[src/rtl/dcache_pkg.sv]
// shared widths and types of the write-back data cache
// imported by wildcard into each cache block that needs them
// geometry (ways, sets, words per line) is set by module parameters instead

`default_nettype none

package dcache_pkg;

    // cpu and bus side widths
    localparam int word_w = 32;     // one cpu word, also one bus beat
    localparam int addr_w = 32;     // byte address

    // byte lanes inside a word
    localparam int strb_w     = word_w / 8;         // one strobe bit per byte lane
    localparam int byte_off_w = $clog2(strb_w);     // low address bits below the word

    // controller states
    //   lookup  : tag compare, hits complete here
    //   miss    : victim known, bus request raised
    //   replace : dirty victim written back, line read requested
    //   refill  : line beats arriving from the bus
    typedef enum logic [1:0] {
        lookup  = 2'd0,
        miss    = 2'd1,
        replace = 2'd2,
        refill  = 2'd3
    } ctrl_state_t;

endpackage

`default_nettype wire
[src/rtl/cache_ctrl.sv]
// main controller of the data cache
// lookup serves hits in one cycle and a miss walks through miss, replace and refill
// cpu handshake and bus requests are decoded from the state register

`timescale 1ns/100ps
`default_nettype none

module cache_ctrl
    import dcache_pkg::*;
(
    input  wire  clk,
    input  wire  resetn,
    input  wire  valid,
    input  wire  op,
    input  wire  hit,
    input  wire  victim_dirty,
    input  wire  rd_rdy,
    input  wire  wr_rdy,
    input  wire  ret_valid,
    input  wire  ret_last,
    output logic addr_ok,
    output logic data_ok,
    output logic rd_req,
    output logic wr_req,
    output logic store_hit,
    output logic state_refill
);

    ctrl_state_t state;
    ctrl_state_t state_nxt;
    logic        in_lookup;
    logic        lookup_hit;     // request served this cycle
    logic        lookup_miss;    // request leaves lookup at the edge

    assign in_lookup   = (state == lookup);
    assign lookup_hit  = in_lookup & valid & hit;
    assign lookup_miss = in_lookup & valid & ~hit;

    always_ff @(posedge clk) begin
        if (!resetn) begin
            state <= lookup;
        end else begin
            state <= state_nxt;
        end
    end

    always_comb begin
        state_nxt = state;
        case (state)
            lookup: begin
                if (lookup_miss) begin
                    state_nxt = miss;
                end
            end
            miss: begin
                if (victim_dirty && wr_rdy) begin
                    state_nxt = replace;     // write-back accepted
                end else if (!victim_dirty && rd_rdy) begin
                    state_nxt = refill;      // clean victim goes straight to the read
                end
            end
            replace: begin
                if (rd_rdy) begin
                    state_nxt = refill;
                end
            end
            refill: begin
                if (ret_valid && ret_last) begin
                    state_nxt = lookup;
                end
            end
            default: state_nxt = lookup;
        endcase
    end

    assign addr_ok      = in_lookup & ~lookup_miss;
    assign data_ok      = lookup_hit;
    assign store_hit    = lookup_hit & op;
    assign wr_req       = (state == miss) & victim_dirty;
    assign rd_req       = ((state == miss) & ~victim_dirty) | (state == replace);
    assign state_refill = (state == refill);

    // beats only come back for a burst that was asked for
    a_ret_in_refill: assert property (@(posedge clk) disable iff (!resetn)
        ret_valid |-> state == refill);

    // a request waiting for its rdy holds, which needs a steady victim_dirty
    a_req_held: assert property (@(posedge clk) disable iff (!resetn)
        (rd_req && !rd_rdy) || (wr_req && !wr_rdy) |=> $stable({rd_req, wr_req}));

endmodule

`default_nettype wire

[config.mk]
export PLATFORM = sky130hd
export DESIGN_NAME = cache_ctrl
export DESIGN_NICKNAME = d
export VERILOG_FILES = /design/src/rtl/dcache_pkg.sv /design/src/rtl/cache_ctrl.sv
export SDC_FILE = /design/constraint.sdc
export NUM_CORES = 1
export LEC_CHECK = 0
export BUFFER_PORTS_ARGS = -buffer_cell sky130_fd_sc_hd__buf_2
export CORE_AREA = 8 8 45 47
export CTS_BUF_LIST = sky130_fd_sc_hd__clkbuf_8
export CTS_CLUSTER_DIAMETER = 100
export DETAILED_ROUTE_END_ITERATION = 6
export DIE_AREA = 0 0 53 55
export GPL_ROUTABILITY_DRIVEN = 0
export PLACE_DENSITY = 0.39
export SYNTH_ARGS = -nofsm -noshare
export SYNTH_HDL_FRONTEND = slang
export SYNTH_SLANG_ARGS = --single-unit
[constraint.sdc]
create_clock -name clk -period 1.81 [get_ports clk]
set_clock_uncertainty 0.05 [all_clocks]
set_input_delay 0.543 -clock clk [delete_from_list [all_inputs] [get_ports clk]]
set_output_delay 0.543 -clock clk [all_outputs]
set_load 0.1 [all_outputs]
==> results_dict.tcl <==
set metrics [dict create \
    synth_top_area_share_pct 23.9 \
    overflow 0 \
    rsz0062_at_grt "yes" \
    slew_headroom_pct 77.5 \
    htree_num_levels 1 \
    power_density_nw_per_um2 1850 \
    largest_reg_flops 2 \
    grt_pass1_vias 286 \
    syn2layout_area_growth_pct 120 \
    grt_usage_pct 5.29 \
    seq_area_sq_um 47.5 \
    synth_top_family_by_area "compound AO/OA/AOI/OAI gates" \
    ir_drop_v 0.000736 \
    fp.dieW_microns 53 \
    die_h_microns 55 \
    muxShareOfSynthArea_pct 7.66 \
    initial_core_util_pct 18.9 \
    tns_ps -61.2 \
    drt_iter0_drc 0 \
    clockBufferDepth 2 \
    arrival_ps 1260 \
    path_clk_slew_ps 30 \
    yosysSeqAreaShare_pct 15.3 \
    grt_pass1_wl_microns 1130 \
    synth-seq-cells 2 \
    routedWlPerCell_microns 10.6 \
    dominantRegCellSynth "dfxtp_1" \
    layout-drive-gt1-share_pct 71.2 \
    synthXorXnorAreaFrac_pct 0 \
    synth_area_leaders "ha_1, dfxtp_1, a2111oi_4, mux2i_1, inv_1" \
    synth-compound-area-share_pct 32.5 \
    max_freq_ghz 0.540 \
    root_buffer "clkbuf_8" \
    cts_tree "built" \
    clk_latency_ps 210 \
    viasPerCell 4.09 \
    synth_top_area_cell "ha_1" \
    violations "setup timing" \
    cts_buffers 3 \
    worstSetupStartpointType "register" \
    final_util_pct 41.5 \
    postRouteWirelength_microns 721 \
    vias 278 \
    synth_edf_count 0 \
    ctsHoldBuffers 0 \
    synth-adder-area-share_pct 23.9 \
    synth-simple-area-share_pct 13.4 \
    num_antenna_cells 0 \
    reg.largest.list "state: 2 flops" \
    synthTopCellsByCount "ha_1, inv_1, nand2_1" \
    grt_max_degree 5 \
    dpl.hpwl_microns 594 \
    pre_cts_slack_ps 47.3 \
    final-hold-violation-count 0 \
    setup_ws_ps -40.4 \
    die-area_sq_um 2920 \
    holdWs_ps 457 \
    multi_input_area_sq_um 239 \
    timing.final.crit_share_pct 102 \
    io_pins 16 \
    drc_errors 0 \
    core_area_sq_um 1380 \
    p_total_mw 1.06 \
    drt.antenna.violating_nets 0 \
    outcome "finished, violations left" \
    yosysUniqueCellTypes 16 \
    dr.pass1.iters 1 \
    port-buffer-count 15 \
    synth_cells 29 \
    antenna_found_initial 0 \
    slew_violations 0 \
    async_flop_share_pct 0 \
    final_nets 69 \
    p_leak_nw 0.271 \
    end_kind "output port" \
    avgSynthCellArea_sq_um 9.02 \
    clock-sinks 2 \
    required_ps 1220 \
    min_period_ps 1850 \
    syn_nets 44 \
    yosys_warnings 0 \
    path_class "register to output port" \
    top_register "state" \
    min_path_type "register to register" \
    worst_pin_slew_ps 338 \
    rows 14 \
    maxCapViolations 0 \
    crit_fanout 3 \
    setup_viol 2 \
    synth_area_sq_um 262 \
    fillCellCount 147 \
]
worst max-delay path, stage by stage (launching register included):
cell,delay (ps)
dfxtp_4,350
inv_4,70
ha_4,120
and3_4,190
and2_4,150
buf_12,160
power breakdown:
part           switching [mW]  leakage, nW  internal, mW
sequential             0.0259       0.0178        0.0712
combinational           0.437        0.232         0.352
clock                  0.0333       0.0216         0.140
cell usage in the layout, fill, tap and decap left out, types with 2 or more instances in the layout:
master    n
nand2_1   3
and2_4    2
inv_1     3
clkbuf_8  3
inv_4     2
mux2i_1   2
buf_2     9
dfxtp_4   2
buf_12    6
ha_1      3
buf_4     5
layout make-up:
cell class                      instances  share of cell area (%)
Multi-Input combinational cell         22                    41.6
Timing Repair Buffer                   20                    35.3
Sequential cell                         2                    8.28
Clock buffer                            3                    7.19
Inverter                                5                    4.14
Tap cell                               16                    3.49
final timing paths:
check	startpoint	to	slack, ps	depth (start not counted)
worst max-delay path	state[1]$_SDFFE_PN0P_	store_hit	-40	5
worst min-delay path	state[0]$_SDFFE_PN0P_	state[0]$_SDFFE_PN0P_	460	2
worst max register to register	state[1]$_SDFFE_PN0P_	state[1]$_SDFFE_PN0P_	210	6
worst min register to register	state[0]$_SDFFE_PN0P_	state[0]$_SDFFE_PN0P_	460	2
logic make-up (layout without fill, tap and decap cells):
logic type	Yosys count	count (layout)
compound gates	8	8
mux	2	2
simple gates	7	7
flops	2	2
fa+ha+maj	5	5
buf+inv	5	28
stage by stage:
| stage | cells | cell area (sq um) |
|---|---|---|
| after floorplan | 29 | 299 |
| after global placement | 60 | 484 |
| after detailed placement | 60 | 484 |
| after CTS | 67 | 566 |
| after global routing | 68 | 574 |
| final | 68 | 574 |
layer usage:
layer  share of wire, %  vias up  GRT usage (%)
met5                  0        -              0
li1                   -      145              -
met1                 31      124           3.93
met2                 56        9           10.4
met3                 13        0           2.41
met4                  0        0           3.88
repair_timing:
item,4_1_cts,5_1_grt
pin swaps,2,1
hold endpoints to repair,0,0
setup buffers,4,1
endpoints found under the setup margin,4,4
resized for setup,4,1
Power figures use the tool's default switching activity.
