==> config.mk <==
export PLATFORM = sky130hd
export DESIGN_NAME = miss_buffer
export DESIGN_NICKNAME = d
export VERILOG_FILES = /design/src/rtl/dcache_pkg.sv /design/src/rtl/miss_buffer.sv
export SDC_FILE = /design/constraint.sdc
export NUM_CORES = 1
export LEC_CHECK = 0
export ABC_CLOCK_PERIOD_IN_PS = 1500
export BUFFER_PORTS_ARGS = -buffer_cell sky130_fd_sc_hd__buf_2
export CELL_PAD_IN_SITES_DETAIL_PLACEMENT = 1
export CELL_PAD_IN_SITES_GLOBAL_PLACEMENT = 1
export CORE_AREA = 4 4 459 461
export DETAILED_ROUTE_END_ITERATION = 16
export DIE_AREA = 0 0 463 465
export PLACE_DENSITY = 0.34
export REMOVE_ABC_BUFFERS = 1
export SYNTH_ARGS = -nofsm -noshare
export SYNTH_HDL_FRONTEND = slang
export SYNTH_SLANG_ARGS = --single-unit
==> constraint.sdc <==
create_clock -name clk -period 1.5 [get_ports clk]
set_input_delay 0.225 -clock clk [delete_from_list [all_inputs] [get_ports clk]]
set_output_delay 0.225 -clock clk [all_outputs]
set_load 0.01 [all_outputs]
==> src/rtl/dcache_pkg.sv <==
// shared widths and types of the write-back data cache
// imported by wildcard into each cache block that needs them
// geometry (ways, sets, words per line) is set by module parameters instead

`default_nettype none

package dcache_pkg;

    // cpu and bus side widths
    localparam int word_w = 32;     // one cpu word, also one bus beat
    localparam int addr_w = 32;     // byte address

    // byte lanes inside a word
    localparam int strb_w     = word_w / 8;         // one strobe bit per byte lane
    localparam int byte_off_w = $clog2(strb_w);     // low address bits below the word

    // controller states
    //   lookup  : tag compare, hits complete here
    //   miss    : victim known, bus request raised
    //   replace : dirty victim written back, line read requested
    //   refill  : line beats arriving from the bus
    typedef enum logic [1:0] {
        lookup  = 2'd0,
        miss    = 2'd1,
        replace = 2'd2,
        refill  = 2'd3
    } ctrl_state_t;

endpackage

`default_nettype wire
==> src/rtl/miss_buffer.sv <==
// miss buffer of the data cache
// a free-running counter picks the victim way, the victim entry and the request
// are captured every lookup cycle, and the last capture serves the miss
// also counts refill beats and forms the line-aligned bus addresses

`timescale 1ns/100ps
`default_nettype none

module miss_buffer
    import dcache_pkg::*;
#(
    parameter int num_ways   = 4,
    parameter int num_sets   = 32,
    parameter int line_words = 16,
    localparam int index_w    = $clog2(num_sets),
    localparam int offset_w   = $clog2(line_words),
    localparam int line_off_w = offset_w + byte_off_w,
    localparam int tag_w      = addr_w - index_w - line_off_w,
    localparam int way_w      = $clog2(num_ways)
) (
    input  wire                          clk,
    input  wire                          resetn,
    input  wire                          lookup_capture,
    input  wire                          state_refill,
    input  wire  [tag_w-1:0]             tag,
    input  wire  [index_w-1:0]           index,
    input  wire                          sel_valid,
    input  wire                          sel_dirty,
    input  wire  [tag_w-1:0]             sel_tag,
    input  wire  [line_words*word_w-1:0] victim_line,
    input  wire                          ret_valid,
    input  wire                          ret_last,
    output logic [way_w-1:0]             sel_way,
    output logic [way_w-1:0]             victim_way,
    output logic                         victim_dirty,
    output logic [index_w-1:0]           miss_index,
    output logic [tag_w-1:0]             miss_tag,
    output logic [offset_w-1:0]          refill_word,
    output logic [addr_w-1:0]            rd_addr,
    output logic [addr_w-1:0]            wr_addr,
    output logic [line_words*word_w-1:0] wr_data
);

    logic [tag_w-1:0] victim_tag;   // old tag, needed for the write-back address

    // pseudo-random victim, wraps for a power-of-two way count
    always_ff @(posedge clk) begin
        if (!resetn) begin
            sel_way <= '0;
        end else begin
            sel_way <= sel_way + 1'b1;
        end
    end

    always_ff @(posedge clk) begin
        if (!resetn) begin
            victim_dirty <= 1'b0;
        end else if (lookup_capture) begin
            victim_dirty <= sel_valid & sel_dirty;   // only a valid line needs write-back
        end
    end

    always_ff @(posedge clk) begin
        if (lookup_capture) begin
            victim_way <= sel_way;
            victim_tag <= sel_tag;
            miss_index <= index;
            miss_tag   <= tag;
            wr_data    <= victim_line;
        end
    end

    // restarts at zero on every entry to refill
    always_ff @(posedge clk) begin
        if (!resetn || !state_refill) begin
            refill_word <= '0;
        end else if (ret_valid) begin
            refill_word <= refill_word + 1'b1;
        end
    end

    assign rd_addr = {miss_tag, miss_index, line_off_w'(0)};
    assign wr_addr = {victim_tag, miss_index, line_off_w'(0)};

    // the bus must deliver exactly line_words beats per burst
    a_last_beat: assert property (@(posedge clk) disable iff (!resetn)
        ret_valid && ret_last |-> refill_word == offset_w'(line_words - 1));

endmodule

`default_nettype wire

==> results of run 1 <==
## metal layers
layer,vias to the layer above,global-route usage (%)
met5,-,0
met1,6902,12.5
met2,999,19.0
met3,249,6.83
met4,28,3.17
li1,6181,-
## final timing paths
kind                            depth (start not counted)              from        endpoint
worst max-delay path                                    1      wr_data[158]    wr_data[158]
worst min-delay path                                    2  victim_line[119]    wr_data[119]
worst max register to register                          4    refill_word[3]  refill_word[3]
worst min register to register                          2      victim_dirty    victim_dirty
## final cells by class
class / count / area, µm²
Multi-Input combinational cell: 31 / 185
Timing Repair Buffer: 1784 / 13700
Clock inverter: 36 / 399
Tap cell: 2704 / 3380
Clock buffer: 99 / 1990
Fill cell: 23231 / 170000
Antenna cell: 15 / 37.5
Sequential cell: 568 / 17000
## timing repair
action | 4_1_cts | 5_1_grt
endpoints found under the setup margin | 598 | 567
buffers inserted | 6 | 0
gates resized for setup | 399 | 87
hold buffers | 566 | 0
endpoints found under the hold margin | 598 | 0
## cells in the mapped netlist
library cell  count
edfxtp_1        561
buf_4            43
dfxtp_1           7
mux2i_1           2
nand3_1           2
nand3b_1          2
nor2_1            2
a21bo_2           1
a21boi_0          1
a21oi_1           1
and2_1            1
conb_1            1
ha_1              1
nand2_1           1
nand2b_1          1
nand4_2           1
nor2b_1           1
xnor2_1           1
xor2_1            1
## power groups by stage
stage               Clock, W  Combinational [W]  Sequential (W)
floorplan                  0          0.0000269          0.0202
global placement           0            0.00430          0.0197
detailed placement         0            0.00427          0.0197
CTS                   0.0190            0.00624          0.0195
global route          0.0195            0.00660          0.0196
finish                0.0179            0.00613          0.0195
## registers in the layout (all words and copies together), names as in the netlist
signal and cells:
victim_dirty 1, refill_word 4, victim_way 2, wr_data 512, miss_index 5, victim_tag 21, sel_way 2, miss_tag 21
## kinds of logic after synthesis
kind of cell	count (synthesis)	synth area share (%)
buffers and inverters	43	1.85
AOI/OAI and AO/OA	3	0.129
xor gates and xnor gates	2	0.100
other	1	0.0215
DFF	568	97.3
muxes	2	0.115
adders and majority gates	1	0.0717
and+or+nand+nor	11	0.387
## metrics by stage
step | util (%) | setup slack (ns)
finish | 17.8 | -0.117
global route | 17.8 | -0.217
CTS | 17.6 | -0.268
detailed placement | 13.1 | 0.111
global placement | 13.1 | 0.111
floorplan | - | 0.549
==> results.py, run 1 <==
metrics = {
    "power_and_ir_drop": {
        "internal_power_w": 0.0321,
        "p_leak_nw": 14.6,
        "p_sw_w": 0.0114,
        "p_clk_share_pct": 41.1,
        "power_density_mw_per_mm2": 1190,
        "vdd_drop_max_v": 0.000826,
        "p_total_w": 0.0435,
        "seqPwrFrac_pct": 44.8,
        "pwr-share-comb_pct": 14.1,
        "swShare_pct": 26.2,
    },
    "floorplanning": {
        "die_x_um": 463,
        "start_util_pct": 8.45,
        "fp.coreArea_mm2": 0.206,
        "ioPinCount": 1178,
        "dieArea_mm2": 0.215,
        "die_h_um": 465,
        "rows": 167,
    },
    "synth": {
        "syn_area_mm2": 0.0175,
        "synth_area_leaders": "edfxtp_1 (97%), buf_4 (1.8%), dfxtp_1 (0.80%)",
        "post-synth-top-area-fraction_pct": 96.5,
        "yosys.cell_types.count": 19,
        "ys_warn_count": 0,
        "ys_seq_elements": 568,
        "synth_cells": 631,
        "syn_avg_cell_area_um2": 27.7,
        "yosys.area.top_type": "edfxtp_1",
        "ys_seq_area_share_pct": 97.3,
    },
    "sta": {
        "fin_ws_ns": -0.117,
        "clock.fmax_mhz": 618,
        "slew_violations": 0,
        "period_needed_ns": 1.62,
        "finalHoldViolations": 0,
        "rsz0062_at_grt": "yes",
        "fin_crit_sh_pct": 108,
        "fin_tns_setup_ns": -2.84,
        "final-setup-viol-count": 75,
        "skew_ns": 0.00908,
        "hold_slack_ns": 0.237,
    },
    "critical_path": {
        "worst_path_max_delay_cell": "edfxtp_1",
        "r2r_slack_ns": 0.24,
        "crit_arrival_ns": 1.39,
        "critPathBufInv": 1,
        "slowest_delay_ns": 0.50,
        "crit_path_end_kind": "output pin",
        "path_cells": "buf_2",
        "critPathRequiredTime_ns": 1.27,
        "setup.worst_path.start_class": "register",
        "criticalPathCategory": "register to output pin",
        "crit_fanout": 1,
        "critPathTopFamily": "flip-flops",
    },
    "grt": {
        "grt_pass1_wl_um": 162000,
        "grt_use_total_pct": 11.5,
        "antenna_found_initial": 89,
        "grt_max_degree": 62,
        "grt_overflow": 0,
        "grt_pass1_vias": 15834,
    },
    "clock_network": {
        "root_buffer": "clkbuf_16",
        "clockBufferDepth": 3,
        "cts_tree": "yes",
        "h-tree-depth": 3,
        "clk-insertion-delay-late_ns": 0.70,
        "cts.clk_slew.worst_paths_ns": 0.06,
        "cts_made_buffers": 76,
        "cts.sinks": 568,
    },
    "route": {
        "m1WireLength_um": 48000,
        "viasPerCell": 2.74,
        "drt_first_pass_iters": 4,
        "highest_layer": "met5",
        "drc_errors": 0,
        "drtIter0Drc": 749,
        "wl_met3_um": 16700,
        "met2_length_um": 59600,
        "wl_per_cell_um": 24.4,
        "ant_nets": 0,
        "route.vias.total": 14359,
        "routed_wirelength_um": 128000,
    },
    "place": {
        "hpwl_um": 108000,
        "place_area_mm2": 0.0270,
        "gp_congestion": 0.824,
        "numPortBuffers": 1164,
        "post-place-cells": 4515,
    },
    "cells_and_area": {
        "fin_cells": 5237,
        "area_growth_pct": 110,
        "final_area_mm2": 0.0367,
        "mostFrequentLayoutCell": "buf_2",
        "drive_gt1_share_pct": 52.8,
        "fin_nets": 3029,
        "mostFrequentLayoutCells": "buf_2 (907), dlygate4sd3_1 (566), edfxtp_1 (561), buf_6 (256), clkbuf_16 (76)",
    },
    "worst_hold_path": {
        "hold_class": "input pin to register",
    },
    "run_status": {
        "status": "complete, but fails checks",
        "violations": "setup timing",
    },
    "job": {
        "max-cap-violations": 0,
    },
}
Note: power is estimated with default switching activity, not from simulation.
==> run 2, diff against run 1 <==
Settings changed: ABC_CLOCK_PERIOD_IN_PS 1500 to 2000.
Clock period 1.5 ns to 2 ns, I/O delays scaled along.
==> results.py, run 2 (synthesis results as in run 1) <==
metrics = {
    "floorplanning": {
        "fp.coreArea_mm2": 0.206,
        "start_util_pct": 8.45,
        "rows": 167,
        "die_x_um": 463,
        "dieArea_mm2": 0.215,
        "die_h_um": 465,
        "ioPinCount": 1178,
    },
    "sta": {
        "rsz0062_at_grt": "no",
        "fin_crit_sh_pct": 86.7,
        "period_needed_ns": 1.73,
        "fin_tns_setup_ns": 0,
        "clock.fmax_mhz": 577,
        "final-setup-viol-count": 0,
        "skew_ns": 0.00355,
        "slew_violations": 0,
        "finalHoldViolations": 0,
    },
    "power_and_ir_drop": {
        "power_density_mw_per_mm2": 931,
        "p_leak_nw": 14.1,
        "vdd_drop_max_v": 0.000608,
    },
    "worst_hold_path": {
        "hold_depth": 2,
        "worstHoldStart": "lookup_capture",
        "min_to": "wr_data[342]",
        "hold_class": "input pin to register",
    },
    "critical_path": {
        "critPathRequiredTime_ns": 2.63,
        "r2r-end": "refill_word[3]",
        "setup.worst_path.start_class": "input pin",
        "crit_path_end_kind": "register",
        "r2r-start": "refill_word[3]",
        "crit_arrival_ns": 2.36,
        "crit_fanout": 1,
        "criticalPathCategory": "input pin to register",
        "r2r_cells": 4,
        "r2r_slack_ns": 0.28,
    },
    "route": {
        "drc_errors": 0,
        "met2_length_um": 58500,
        "wl_per_cell_um": 24.3,
        "drt_first_pass_iters": 4,
        "drtIter0Drc": 693,
        "wl_met3_um": 19000,
        "ant_nets": 0,
        "m1WireLength_um": 45500,
        "route.vias.total": 14304,
        "highest_layer": "met5",
        "routed_wirelength_um": 127000,
        "viasPerCell": 2.73,
    },
    "clock_network": {
        "root_buffer": "clkbuf_16",
        "cts_tree": "yes",
        "cts_resized": 0,
        "cts_made_buffers": 77,
        "cts.sinks": 568,
        "clockBufferDepth": 3,
        "cts.clk_slew.worst_paths_ns": 0.06,
        "post_cts_buffers": 0,
        "clk-insertion-delay-late_ns": 0.68,
        "h-tree-depth": 3,
        "cts_hold_buf": 568,
    },
    "grt": {
        "antenna_found_initial": 94,
        "grt_max_degree": 66,
        "grt_pass1_vias": 15656,
        "grt_use_total_pct": 11.5,
        "grt_overflow": 0,
        "grt_pass1_wl_um": 161000,
    },
    "cells_and_area": {
        "seq_area_mm2": 0.0170,
        "largest_reg_flops": 512,
        "fillers": 23370,
        "area_growth_pct": 101,
        "regMostFlops": "wr_data",
        "final_area_mm2": 0.0350,
        "multi_input_area_um2": 185,
        "mostFrequentLayoutCells": "buf_2 (1163), dlygate4sd3_1 (568), edfxtp_1 (561), clkbuf_16 (80), buf_4 (22)",
        "fin_nets": 3012,
        "fin_cells": 5236,
        "drive_gt1_share_pct": 52.4,
        "top_regs": "wr_data (512), miss_tag (21), victim_tag (21)",
        "mostFrequentLayoutCell": "buf_2",
    },
    "place": {
        "hpwl_um": 107000,
        "place_area_mm2": 0.0268,
        "post-place-cells": 4501,
        "gp_congestion": 0.849,
        "numPortBuffers": 1164,
    },
    "job": {
        "max-cap-violations": 0,
    },
    "run_status": {
        "status": "complete, no violations",
    },
}
## run 2: cell count changes in the layout (fill, tap and decap cells not counted), sizes merged
| cell | change |
|---|---|
| clkinvlp | -2 |
| diode | +17 |
| bufinv | +3 |
| clkbuf | -1 |
| buf | -20 |
| dlygate4sd3 | +2 |
## run 2: metrics by stage
stage | total power, W | util (%) | setup slack [ns] | hold WS [ns]
final | 0.0326 | 17.0 | 0.266 | 0.135
after global routing | 0.0342 | 17.0 | 0.143 | 0.0798
after CTS | 0.0336 | 16.9 | 0.176 | 0.0291
after detailed placement | 0.0179 | 13.0 | 0.503 | 0.478
after global placement | 0.0179 | 13.0 | 0.498 | 0.469
after floorplan | 0.0152 | - | 1.05 | 0.399
## run 2: cell type report
| cell class | count | area share [%] |
|---|---|---|
| Sequential cell | 568 | 48.5 |
| Tap cell | 2704 | 9.66 |
| Timing Repair Buffer | 1766 | 34.0 |
| Clock inverter | 37 | 1.16 |
| Antenna cell | 32 | 0.229 |
| Multi-Input combinational cell | 31 | 0.528 |
| Clock buffer | 98 | 5.91 |
## run 2: how the worst max path moves through the flow
stage | from | end | slack (ns) | cells after the start
global route | refill_word[3] | refill_word[3] | 0.14 | 4
floorplan | refill_word[0] | refill_word[1] | 1.05 | 3
CTS | wr_data[427] | wr_data[427] | 0.18 | 1
global placement | lookup_capture | wr_data[416] | 0.50 | 3
finish | sel_valid | victim_dirty | 0.27 | 6
detailed placement | lookup_capture | wr_data[431] | 0.50 | 3
## run 2: critical path, cell delays in order
cell	delay (ns)
dlygate4sd3_1	0.59
buf_2	0.13
nand3_1	0.06
dlygate4sd3_1	0.56
a21boi_0	0.16
dlygate4sd3_1	0.56
## run 2: per-layer routing
metal | GRT usage [%] | vias up
met5 | 0 | -
met4 | 4.38 | 28
met3 | 7.78 | 239
met2 | 18.3 | 987
met1 | 11.8 | 6875
li1 | - | 6175
## run 2: where the power goes
part           switching [W]  internal (W)  leakage, nW
Combinational        0.00231       0.00181         7.29
Sequential          0.000352        0.0141         5.55
Clock                0.00575       0.00823         1.21
